`config.mk`:
```
export PLATFORM = sky130hd
export DESIGN_NAME = rvvi_cfg_regs
export DESIGN_NICKNAME = d
export VERILOG_FILES = /design/src/rvvi_pkg.sv /design/src/rvvi_cfg_regs.sv
export SDC_FILE = /design/constraint.sdc
export NUM_CORES = 1
export LEC_CHECK = 0
export ABC_AREA = 1
export BUFFER_PORTS_ARGS = -buffer_cell sky130_fd_sc_hd__buf_4
export CORE_ASPECT_RATIO = 0.6
export CORE_UTILIZATION = 48
export CTS_BUF_LIST = sky130_fd_sc_hd__clkbuf_4 sky130_fd_sc_hd__clkbuf_8
export DETAILED_ROUTE_END_ITERATION = 6
export PLACE_DENSITY = 0.82
export RECOVER_POWER = 25
export SLEW_MARGIN = 30
export SYNTH_ARGS = -nofsm -noshare
export SYNTH_HDL_FRONTEND = slang
export SYNTH_SLANG_ARGS = --single-unit
```
`constraint.sdc`:
```
create_clock -name rvvi_i -period 1.8 [get_ports rvvi_i]
set_clock_uncertainty 0.2 [all_clocks]
set_input_delay 0.36 -clock rvvi_i [delete_from_list [all_inputs] [get_ports rvvi_i]]
set_output_delay 0.36 -clock rvvi_i [all_outputs]
set_load 0.02 [all_outputs]
```
`src/rvvi_pkg.sv`:
```
// Shared constants for the RVFI to RVVI trace adapter.
// Trace widths, CSR vector indices, configuration map and reset defaults.
// Import with rvvi_pkg::* in the module header.

package rvvi_pkg;

   ////////////////////////////////////////
   // Trace widths
   ////////////////////////////////////////
   localparam int XLEN        = 32;
   localparam int N_CSR       = 16;
   localparam int HALT_HOLD_W = 4;

   // Bit positions in the CSR writeback vector
   localparam int CSR_MSTATUS       = 0;
   localparam int CSR_MISA          = 1;
   localparam int CSR_MIE           = 2;
   localparam int CSR_MTVEC         = 3;
   localparam int CSR_MCOUNTINHIBIT = 4;
   localparam int CSR_MSCRATCH      = 5;
   localparam int CSR_MEPC          = 6;
   localparam int CSR_MCAUSE        = 7;
   localparam int CSR_MTVAL         = 8;
   localparam int CSR_MIP           = 9;
   localparam int CSR_TSELECT       = 10;
   localparam int CSR_DCSR          = 11;
   localparam int CSR_DPC           = 12;
   localparam int CSR_MCYCLE        = 13;
   localparam int CSR_MINSTRET      = 14;
   localparam int CSR_MHARTID       = 15;

   // Architectural address per vector index, same order as above
   localparam logic [11:0] csr_addr_tab [N_CSR] = '{
      12'h300, 12'h301, 12'h304, 12'h305,
      12'h320, 12'h340, 12'h341, 12'h342,
      12'h343, 12'h344, 12'h7A0, 12'h7B0,
      12'h7B1, 12'hB00, 12'hB02, 12'hF14
   };

   ////////////////////////////////////////
   // Configuration map
   ////////////////////////////////////////
   localparam int CFG_ADDR_W = 2;

   localparam logic [CFG_ADDR_W-1:0] CFG_CSR_EN    = 2'd0;
   localparam logic [CFG_ADDR_W-1:0] CFG_HALT_HOLD = 2'd1;
   localparam logic [CFG_ADDR_W-1:0] CFG_IRQ_MASK  = 2'd2;

   // All CSRs compared out of reset
   localparam logic [N_CSR-1:0] CSR_EN_DEFAULT = '1;
   // MSI, MTI, MEI and the sixteen local lines
   localparam logic [31:0] IRQ_MASK_DEFAULT = 32'hFFFF_0888;

endpackage

```
`src/rvvi_cfg_regs.sv`:
```
// Steering registers for the trace adapter.
// Written by a single-cycle strobe, read back combinationally by address.
// Feeds the CSR enable mask, halt hold length and interrupt line mask.

`timescale 1ns/100ps

module rvvi_cfg_regs import rvvi_pkg::*; #(
   parameter int HALT_HOLD_DEFAULT = 5
) (
   input  logic                   rvvi_i,
   input  logic                   rst_n_i,
   input  logic                   cfg_we_i,
   input  logic [CFG_ADDR_W-1:0]  cfg_addr_i,
   input  logic [XLEN-1:0]        cfg_wdata_i,
   output logic [XLEN-1:0]        cfg_rdata_o,
   output logic [N_CSR-1:0]       csr_en_o,
   output logic [HALT_HOLD_W-1:0] halt_hold_o,
   output logic [31:0]            irq_mask_o
);

   logic [N_CSR-1:0]       csr_en_q;
   logic [HALT_HOLD_W-1:0] halt_hold_q;
   logic [31:0]            irq_mask_q;

   // Write decode, unused address 3 falls through
   always_ff @(posedge rvvi_i or negedge rst_n_i) begin
      if (!rst_n_i) begin
         csr_en_q    <= CSR_EN_DEFAULT;
         halt_hold_q <= HALT_HOLD_W'(HALT_HOLD_DEFAULT);
         irq_mask_q  <= IRQ_MASK_DEFAULT;
      end else if (cfg_we_i) begin
         case (cfg_addr_i)
            CFG_CSR_EN:    csr_en_q    <= cfg_wdata_i[N_CSR-1:0];
            CFG_HALT_HOLD: halt_hold_q <= cfg_wdata_i[HALT_HOLD_W-1:0];
            CFG_IRQ_MASK:  irq_mask_q  <= cfg_wdata_i[31:0];
            default: ;
         endcase
      end
   end

   // Read mux, zero-extended
   always_comb begin
      case (cfg_addr_i)
         CFG_CSR_EN:    cfg_rdata_o = XLEN'(csr_en_q);
         CFG_HALT_HOLD: cfg_rdata_o = XLEN'(halt_hold_q);
         CFG_IRQ_MASK:  cfg_rdata_o = XLEN'(irq_mask_q);
         default:       cfg_rdata_o = '0;
      endcase
   end

   assign csr_en_o    = csr_en_q;
   assign halt_hold_o = halt_hold_q;
   assign irq_mask_o  = irq_mask_q;

   // An unknown write address would corrupt the steering state silently
   a_cfg_addr_known: assert property (
      @(posedge rvvi_i) disable iff (!rst_n_i)
      cfg_we_i |-> !$isunknown(cfg_addr_i)
   );

endmodule

```
==> flow_metrics.env, run 1 <==
export IMPL_status="completed"
export IMPL_num_io_pins=121
export IMPL_setup_violations=0
export IMPL_drv_cap=0
export IMPL_drive_gt1_share_pct=41.26
export IMPL_syn_nets=362
export IMPL_cts_tree="built"
export IMPL_num_vias=2660
export IMPL_grt_antenna_before_repair=0
export IMPL_drt_initial_drc_count=158
export IMPL_dpl_hpwl_um=5186
export IMPL_worst_pin_slew_ns=0.6726
export IMPL_hold_viol=0
export IMPL_pre_cts_slack_ns=0.1129
export IMPL_power_density_mw_per_mm2=961.3
export IMPL_drc=0
export IMPL_cp_data_required_time_ns=1.24
export IMPL_syn_inst=325
export IMPL_dp_cells=502
export IMPL_fin_nets=482
export IMPL_hp_class="input port to register"
export IMPL_cp_end_kind="primary output"
export IMPL_worst_slack_ns=0.03385
export IMPL_coreArea_sq_mm=0.005105
export IMPL_post_dp_cell_area_sq_mm=0.003591
export IMPL_startpoint_type="register"
export IMPL_htree_levels=2
export IMPL_leakage_nw=1.986
export IMPL_yosysUniqueCellTypes=14
export IMPL_dieArea_sq_mm=0.005644
export IMPL_rsz0062_at_grt="no"
export IMPL_drt_wl_total_um=7366
export IMPL_dr_pass1_iters=6
export IMPL_power_w=0.003534
export IMPL_design_area_sq_mm=0.003676
export IMPL_grt_max_degree=53
export IMPL_fin_crit_sh_pct=98.12
export IMPL_place_congestion=0.7804
export IMPL_crit_type="register to primary output"
export IMPL_ir_worst_vdd_v=0.0005137
export IMPL_syn_to_final_growth_pct=43.46
export IMPL_cp_arrival_ns=1.21
export IMPL_cts_root_buf="clkbuf_8"
export IMPL_setup_tns_ns=0
export IMPL_grt_overflow=0
export IMPL_grt_use_total_pct=26.74
export IMPL_slew_headroom_pct=55.16
export IMPL_synth_area_sq_mm=0.002562
export IMPL_viasPerCell=5.195
export IMPL_num_rows=20
export IMPL_yosysSeqAreaShare_pct=52.59
export IMPL_min_period_ns=1.766
export IMPL_slew_viol_final=0
export IMPL_fin_cells=512
export IMPL_die_h_um=58.60
export IMPL_clk_latency_ns=0.30
export IMPL_synth_seq_cells=52
export IMPL_ant_nets=0
export IMPL_grt_pass1_vias=2380
export IMPL_antenna_cells=0
export IMPL_synth_area_per_cell_sq_um=7.884
export IMPL_io_buffer_count=120
export IMPL_clock_sinks=52
export IMPL_die_w_um=96.33
export IMPL_grt_pass1_wl_um=11410
export IMPL_clk_path_buf_depth=2
export IMPL_crit_path_max_fanout=3
export IMPL_cts_buffers=5
export IMPL_fmaxAchievable_mhz=566.2
export IMPL_start_util_pct=50.20
export IMPL_clkTransAtPathRegs_ns=0.09
export IMPL_avgRoutedWirePerCell_um=14.39
export IMPL_synth_warnings=0
routing by layer:
layer	track usage (%)	up-vias	routed length, um
li1	-	1293	-
met5	0	-	0
met3	5.814	8	571
met4	7.563	0	88
met2	40.83	110	3379
met1	38.82	1249	3327
metrics by stage:
stage                     util (%)  hold slack (ns)
after floorplan                  -          -0.1356
after global placement       70.34           0.2203
after detailed placement     70.34           0.2206
after CTS                    72.55          0.07188
after global routing         72.01          0.06921
final                        72.01          0.07034
cells by family (layout without fill, tap and decap cells):
group / Yosys count / in the layout / synth area share [%]
flops: 52 / 52 / 52.59
simple gates: 229 / 229 / 39.60
buf+inv: 44 / 165 / 7.812
cells in the final DEF (no fill, tap or decap):
cell and n:
buf_12 2, buf_2 2, buf_4 128, buf_6 2, clkbuf_1 2, clkbuf_4 3
clkbuf_8 6, clkinv_1 1, clkinvlp_4 1, dfrtp_1 15, dfstp_2 37, dlygate4sd3_1 1
inv_1 16, inv_2 1, nand2_1 134, nand3_1 41, nand3_2 1, nand4_1 36
nor2_1 16, nor2_4 1
worst max-delay path: stages, from the launching register on:
cell	delay, ns
dfstp_2	0.56
nand3_1	0.12
nand3_2	0.11
buf_6	0.12
sequential cells by signal (all words and copies together) (netlist names):
signal	cells
irq_mask_o	32
halt_hold_o	4
csr_en_o	16
what timing repair did:
action / CTS / global route
endpoints found under the hold margin: 15 / 0
buffers inserted: 0 / 1
hold buffers: 1 / 0
resized for setup: 1 / 2
setup endpoints to repair: 1 / 2
pin swaps: 0 / 1
power breakdown:
part | leakage [nW] | internal, W | switching [W]
clock network | 0.0479 | 0.000328 | 0.000383
logic | 1.36 | 0.000506 | 0.000694
registers | 0.575 | 0.00146 | 0.000168
area by class of cell:
cell class,count,area (sq um)
inverter,18,67.56
multi-input combinational,229,1015
tap,66,82.58
clock buffer,7,90.09
sequential,52,1348
clock inverter,1,7.507
timing repair buffer,139,1066
fill,427,1429
synth_stat cells:
master,number,area [sq um]
buf_2,13,65.06
dfstp_2,37,972.2
inv_1,16,60.06
buf_4,5,37.54
nand3_1,41,205.2
nand4_1,36,225.2
nor2_4,1,11.26
nor2_1,16,60.06
dfrtp_1,15,375.4
clkbuf_1,8,30.03
clkinv_1,1,3.750
nand3_2,1,10.01
inv_2,1,3.750
nand2_1,134,503.0
final timing paths:
check,start,end,slack (ns),cells after the start
max reg2reg,irq_mask_o[28]$_DFFE_PN1P_,irq_mask_o[28]$_DFFE_PN1P_,0.82,2
min reg2reg,csr_en_o[4]$_DFFE_PN1P_,csr_en_o[4]$_DFFE_PN1P_,0.28,2
min in group asynchronous,rst_n_i,irq_mask_o[13]$_DFFE_PN0P_,0.46,2
min,cfg_wdata_i[31],irq_mask_o[31]$_DFFE_PN1P_,0.07,3
max in group asynchronous,rst_n_i,irq_mask_o[5]$_DFFE_PN0P_,0.51,2
max,irq_mask_o[3]$_DFFE_PN1P_,cfg_rdata_o[3],0.03,3
(Power assumes the default switching activity.)
==> run 2: changes to the inputs <==
--- a/config.mk
+++ b/config.mk
@@ -5,10 +5,10 @@
 export SDC_FILE = /design/constraint.sdc
 export NUM_CORES = 1
 export LEC_CHECK = 0
-export ABC_AREA = 1
+export ABC_AREA = 0
 export BUFFER_PORTS_ARGS = -buffer_cell sky130_fd_sc_hd__buf_4
 export CORE_ASPECT_RATIO = 0.6
-export CORE_UTILIZATION = 48
+export CORE_UTILIZATION = 47
 export CTS_BUF_LIST = sky130_fd_sc_hd__clkbuf_4 sky130_fd_sc_hd__clkbuf_8
 export DETAILED_ROUTE_END_ITERATION = 6
 export PLACE_DENSITY = 0.82
==> run 2 against run 1 <==
  * Via count shrank 33%
  * Fmax shrank 0.14%
  * Final cell count shrank 29%
  * Worst hold slack gained 0.022 ns
  * Critical path depth is the same
  * First-iteration DRC count shrank 78%
==> flow_metrics.env, run 2 <==
export IMPL_leakage_nw=1.689
export IMPL_avgRoutedWirePerCell_um=15.55
export IMPL_r2r_start="csr_en_o[2]$_DFFE_PN1P_"
export IMPL_coreArea_sq_mm=0.004731
export IMPL_drt_initial_drc_count=35
export IMPL_io_buffer_count=120
export IMPL_place_congestion=0.6972
export IMPL_async_flop_share_pct=100.0
export IMPL_setup_violations=0
export IMPL_cts_root_buf="clkbuf_8"
export IMPL_drt_met1_wl_um=2744
export IMPL_final_cell_mix="buf_4 (127), mux2_2 (52), dfstp_2 (37)"
export IMPL_slew_headroom_pct=54.54
export IMPL_dieArea_sq_mm=0.005405
export IMPL_syn_nets=203
export IMPL_num_vias=1782
export IMPL_die_h_um=57.35
export IMPL_synth_edff_count=0
export IMPL_met2_length_um=2487
export IMPL_cts_tree="built"
export IMPL_startpoint_type="register"
export IMPL_postLayoutCoreUtil_pct=74.77
export IMPL_rsz0062_at_grt="yes"
export IMPL_cts_buffers=5
export IMPL_regArea_sq_mm=0.001348
export IMPL_yosysUniqueCellTypes=16
export IMPL_synth_area_per_cell_sq_um=14.46
export IMPL_multi_input_area_sq_um=972.2
export IMPL_power_density_mw_per_mm2=1086
export IMPL_synth_top_cells_by_count="mux2_2 (52), dfstp_2 (37), and2_1 (16), mux2i_1 (16), dfrtp_1 (15)"
export IMPL_r2r_end="csr_en_o[2]$_DFFE_PN1P_"
export IMPL_grt_antenna_before_repair=0
export IMPL_hp_class="input port to register"
export IMPL_synth_top_cell_by_area="dfstp_2"
export IMPL_grt_pass1_vias=1772
export IMPL_status="completed"
export IMPL_viasPerCell=4.909
export IMPL_synth_seq_cells=52
export IMPL_wl_met3_um=374
export IMPL_final_common_cell="buf_4"
export IMPL_hold_viol=0
export IMPL_synth_area_sq_mm=0.002400
export IMPL_htree_levels=2
export IMPL_syn_to_final_growth_pct=47.39
export IMPL_ant_nets=0
export IMPL_hold_end="irq_mask_o[20]$_DFFE_PN1P_"
export IMPL_crit_path_max_fanout=2
export IMPL_fin_nets=336
export IMPL_fin_crit_sh_pct=98.26
export IMPL_crit_type="register to primary output"
export IMPL_drt_wl_total_um=5644
export IMPL_synth_warnings=0
export IMPL_clock_sinks=52
export IMPL_clk_path_buf_depth=2
export IMPL_yosysSeqAreaShare_pct=56.15
export IMPL_grt_pass1_wl_um=8970
export IMPL_dr_pass1_iters=4
export IMPL_syn_inst=166
export IMPL_slew_viol_final=0
export IMPL_worst_pin_slew_ns=0.6819
export IMPL_ir_worst_vdd_v=0.0005848
export IMPL_antenna_cells=0
export IMPL_drv_cap=0
export IMPL_setup_tns_ns=0
export IMPL_yosysTopAreaCellShare_pct=40.51
export IMPL_hold_slack_ns=0.09259
export IMPL_cp_arrival_ns=1.21
export IMPL_cp_data_required_time_ns=1.24
export IMPL_dpl_hpwl_um=4247
export IMPL_drive_gt1_share_pct=76.67
export IMPL_start_util_pct=50.73
export IMPL_rrSetupSlack_ns=0.74
export IMPL_ys_top_cells_by_area="dfstp_2 (41%), mux2_2 (24%), dfrtp_1 (16%), mux2i_1 (6.7%), and2_1 (4.2%)"
export IMPL_synth_flop_cell="dfstp_2"
export IMPL_cp_end_kind="primary output"
export IMPL_hp_start="cfg_wdata_i[20]"
export IMPL_grt_use_total_pct=21.99
export IMPL_design_area_sq_mm=0.003537
export IMPL_min_period_ns=1.769
export IMPL_clkTransAtPathRegs_ns=0.09
export IMPL_fmaxAchievable_mhz=565.4
export IMPL_synth_most_common_cell="mux2_2"
export IMPL_grt_overflow=0
export IMPL_highest_layer="met4"
export IMPL_fillCellCount=327
export IMPL_clk_latency_ns=0.29
export IMPL_post_dp_cell_area_sq_mm=0.003391
export IMPL_hold_path_cell_count=2
export IMPL_reg2reg_depth=2
export IMPL_grt_max_degree=53
export IMPL_power_w=0.003841
export IMPL_die_w_um=94.25
export IMPL_largest_register_ffs=32
export IMPL_num_rows=19
export IMPL_drc=0
export IMPL_num_io_pins=121
export IMPL_cts_resized=0
run 2: cell count changes after synthesis, moves of 4 or more:
cell	before	now
buf_2	13	0
o2bb2ai_1	0	4
nand4_1	36	0
mux2_2	0	52
nand2_1	134	0
inv_1	16	0
clkbuf_1	8	1
nor2_1	16	12
nand3_1	41	0
and2_1	0	16
mux2i_1	0	16
run 2: where the power goes:
group          leakage [nW]  internal [W]  total (W)  switching (W)
sequential            0.566       0.00151    0.00169       0.000180
combinational          1.06      0.000685    0.00137       0.000688
clock                0.0586      0.000428   0.000779       0.000351
total                  1.69       0.00262    0.00384        0.00122
run 2: metrics by stage:
stage	setup WS, ns	std cells
2_1_floorplan	0.1608	166
3_3_place_gp	0.1020	349
3_5_place_dp	0.05601	349
4_1_cts	0.007001	360
5_1_grt	-0.05975	363
6_report	0.03131	363
run 2: worst max-delay path by stage:
stage                                       start         endpoint  slack [ns]  cells after the start
after detailed placement            cfg_addr_i[1]  cfg_rdata_o[23]        0.06                      4
final                     csr_en_o[2]$_DFFE_PN1P_   cfg_rdata_o[2]        0.03                      3
after global routing      csr_en_o[0]$_DFFE_PN1P_   cfg_rdata_o[0]       -0.06                      3
after floorplan                     cfg_addr_i[1]  cfg_rdata_o[12]        0.16                      4
after global placement              cfg_addr_i[1]  cfg_rdata_o[25]        0.10                      4
after CTS                 csr_en_o[1]$_DFFE_PN1P_   cfg_rdata_o[1]       0.007                      3
run 2: cell families (layout without fill, tap and decap cells):
kind of cell    after synthesis  after routing  synth area share, %
flops                        52             52                56.15
mux                          68             68                31.07
compound gates                4              4                1.460
simple gates                 33             33                8.447
buf+inv                       9            143                2.867
run 2: repair_timing:
| action | CTS | global route |
|---|---|---|
| endpoints found under the hold margin | 15 | 0 |
| hold buffers | 1 | 0 |
| endpoints found under the setup margin | 2 | 16 |
| buffers inserted | 2 | 3 |
| pin swaps | 1 | 3 |
run 2: critical path: stages, from the launching register on:
cell	delay (ns)
dfstp_2	0.55
mux2i_1	0.07
o2bb2ai_1	0.14
buf_4	0.16
run 2: layout make-up:
| cell class | instances | area share (%) |
|---|---|---|
| Tap cell | 63 | 2.229 |
| Clock inverter | 2 | 0.9904 |
| Timing Repair Buffer | 135 | 29.04 |
| Clock buffer | 6 | 2.158 |
| Sequential cell | 52 | 38.10 |
| Multi-Input combinational cell | 105 | 27.48 |
run 2: layer usage:
layer | vias up | track usage, %
met4 | 0 | 4.615
met1 | 876 | 32.19
met3 | 4 | 5.600
met2 | 60 | 33.33
li1 | 842 | -
met5 | - | 0
==> run 3: changes to the inputs <==
--- a/config.mk
+++ b/config.mk
@@ -8,8 +8,10 @@
 export ABC_AREA = 0
 export BUFFER_PORTS_ARGS = -buffer_cell sky130_fd_sc_hd__buf_4
 export CORE_ASPECT_RATIO = 0.6
+export CORE_MARGIN = 2
 export CORE_UTILIZATION = 47
 export CTS_BUF_LIST = sky130_fd_sc_hd__clkbuf_4 sky130_fd_sc_hd__clkbuf_8
+export CTS_CLUSTER_SIZE = 16
 export DETAILED_ROUTE_END_ITERATION = 6
 export PLACE_DENSITY = 0.82
 export RECOVER_POWER = 25
==> run 3 against run 2 <==
  * Fmax fell by 0.74%
  * Design area fell by 0.81%
  * Sequential power barely moved
  * Worst hold slack got worse by 0.0019 ns
  * Routed wire length fell by 4.9%
  * Global-route usage fell by 3.3 points
  * Sequential share of layout area rose by 0.31 points
==> flow_metrics.env, run 3 (synthesis results as in run 2) <==
export IMPL_die_w_um=96.25
export IMPL_pre_cts_slack_ns=0.07019
export IMPL_htree_levels=2
export IMPL_slew_viol_final=0
export IMPL_viasPerCell=4.920
export IMPL_drt_wl_total_um=5368
export IMPL_fmaxAchievable_mhz=561.2
export IMPL_clock_sinks=52
export IMPL_p_int_w=0.002513
export IMPL_pwr_share_clk_pct=18.4
export IMPL_drc=0
export IMPL_antenna_cells=0
export IMPL_fin_crit_sh_pct=99.00
export IMPL_switching_share_pct=32.41
export IMPL_grt_use_total_pct=18.70
export IMPL_reg2reg_depth=2
export IMPL_r2r_start="csr_en_o[0]$_DFFE_PN1P_"
export IMPL_power_density_mw_per_mm2=1060
export IMPL_ir_worst_vdd_v=0.0005003
export IMPL_coreArea_sq_mm=0.004980
export IMPL_num_rows=20
export IMPL_dpl_hpwl_um=3956
export IMPL_syn_to_final_growth_pct=46.19
export IMPL_design_area_sq_mm=0.003508
export IMPL_ant_nets=0
export IMPL_final_common_cell="buf_4"
export IMPL_grt_overflow=0
export IMPL_setup_tns_ns=0
export IMPL_fillCellCount=370
export IMPL_grt_pass1_vias=1677
export IMPL_drt_initial_drc_count=21
export IMPL_slew_headroom_pct=54.32
export IMPL_hold_path_cell_count=2
export IMPL_die_h_um=59.35
export IMPL_p_switching_w=0.001205
export IMPL_io_buffer_count=120
export IMPL_startpoint_type="register"
export IMPL_status="completed"
export IMPL_crit_type="register to primary output"
export IMPL_r2r_end="csr_en_o[0]$_DFFE_PN1P_"
export IMPL_rsz0062_at_grt="yes"
export IMPL_post_dp_cell_area_sq_mm=0.003407
export IMPL_hold_end="irq_mask_o[19]$_DFFE_PN1P_"
export IMPL_num_io_pins=121
export IMPL_cp_end_kind="primary output"
export IMPL_grt_max_degree=53
export IMPL_pwr_share_comb_pct=36.5
export IMPL_hp_class="input port to register"
export IMPL_dr_pass1_iters=4
export IMPL_grt_pass1_wl_um=8038
export IMPL_avgRoutedWirePerCell_um=14.75
export IMPL_cts_buffers=5
export IMPL_dieArea_sq_mm=0.005712
export IMPL_grt_antenna_before_repair=0
export IMPL_worst_pin_slew_ns=0.6853
export IMPL_crit_path_max_fanout=2
export IMPL_cts_tree="built"
export IMPL_rrSetupSlack_ns=0.76
export IMPL_leakage_nw=1.682
export IMPL_cp_arrival_ns=1.22
export IMPL_cp_data_required_time_ns=1.24
export IMPL_min_period_ns=1.782
export IMPL_drive_gt1_share_pct=76.51
export IMPL_drv_cap=0
export IMPL_hp_start="cfg_wdata_i[19]"
export IMPL_final_cell_mix="buf_4 (126), mux2_2 (52), dfstp_2 (37)"
export IMPL_place_congestion=0.7461
export IMPL_p_seq_share_pct=45.1
export IMPL_setup_violations=0
export IMPL_fin_nets=334
export IMPL_clk_latency_ns=0.30
export IMPL_clk_path_buf_depth=2
export IMPL_largest_register_ffs=32
export IMPL_start_util_pct=48.19
export IMPL_num_vias=1791
export IMPL_cts_root_buf="clkbuf_8"
export IMPL_multi_input_area_sq_um=972.2
export IMPL_regArea_sq_mm=0.001348
export IMPL_hold_viol=0
export IMPL_worst_slack_ns=0.01805
export IMPL_clkTransAtPathRegs_ns=0.09
## run 3: changes by cell type in the layout (fill, tap and decap cells not counted), sizes merged
| cell | change |
|---|---|
| buf | -2 |
| bufinv | -1 |
| clkinv | -1 |
| clkinvlp | +1 |
| dlymetal6s2s | +1 |
## run 3: layout make-up
cell class	count	area share, %
flip-flops and latches	52	38.41
repair buffers	133	28.74
multi-input cells	105	27.71
clock buffers	7	2.568
well taps	66	2.354
clock inverters	1	0.2140
## run 3: worst max-delay path by stage
stage / from / to / slack [ns] / cells past startpoint
floorplan: cfg_addr_i[1] / cfg_rdata_o[12] / 0.16 / 4
global placement: cfg_addr_i[1] / cfg_rdata_o[24] / 0.10 / 4
detailed placement: cfg_addr_i[1] / cfg_rdata_o[30] / 0.07 / 4
CTS: csr_en_o[1]$_DFFE_PN1P_ / cfg_rdata_o[1] / 0.006 / 3
global route: csr_en_o[1]$_DFFE_PN1P_ / cfg_rdata_o[1] / -0.04 / 3
finish: csr_en_o[0]$_DFFE_PN1P_ / cfg_rdata_o[0] / 0.02 / 3
## run 3: power by group through the flow
stage	logic, W	registers [W]	clock network [W]
floorplan	0.000451	0.00196	0
global placement	0.00134	0.00169	0
detailed placement	0.00136	0.00170	0
CTS	0.00137	0.00168	0.000714
global route	0.00144	0.00171	0.000770
finish	0.00136	0.00168	0.000683
## run 3: stage by stage
stage	hold WS, ns	instances	util, %	total power (W)
detailed placement	0.2218	352	68.42	0.003056
global placement	0.2217	352	68.42	0.003030
finish	0.09069	364	70.45	0.003718
CTS	0.08032	362	70.73	0.003764
global route	0.07304	364	70.45	0.003925
floorplan	-0.1356	166	-	0.002410
## run 3: timing repair
| item | in CTS | in global routing |
|---|---|---|
| hold buffers | 1 | 0 |
| endpoints found under the setup margin | 1 | 21 |
| pin swaps | 1 | 3 |
| gates resized for setup | 0 | 0 |
| endpoints found under the hold margin | 15 | 0 |
| buffers inserted | 1 | 2 |
## run 3: per-layer routing
layer / GRT usage (%) / vias up / share of wire [%]
met4: 5.918 / 0 / 0.65
met3: 5.852 / 5 / 9.9
li1: - / 835 / -
met2: 29.46 / 78 / 45
met5: 0 / - / 0
met1: 24.96 / 873 / 44
## run 3: worst max-delay path, cell delays in order, from the launching register on
cell	delay (ns)
dfstp_2	0.55
mux2i_1	0.07
o2bb2ai_1	0.15
buf_4	0.16
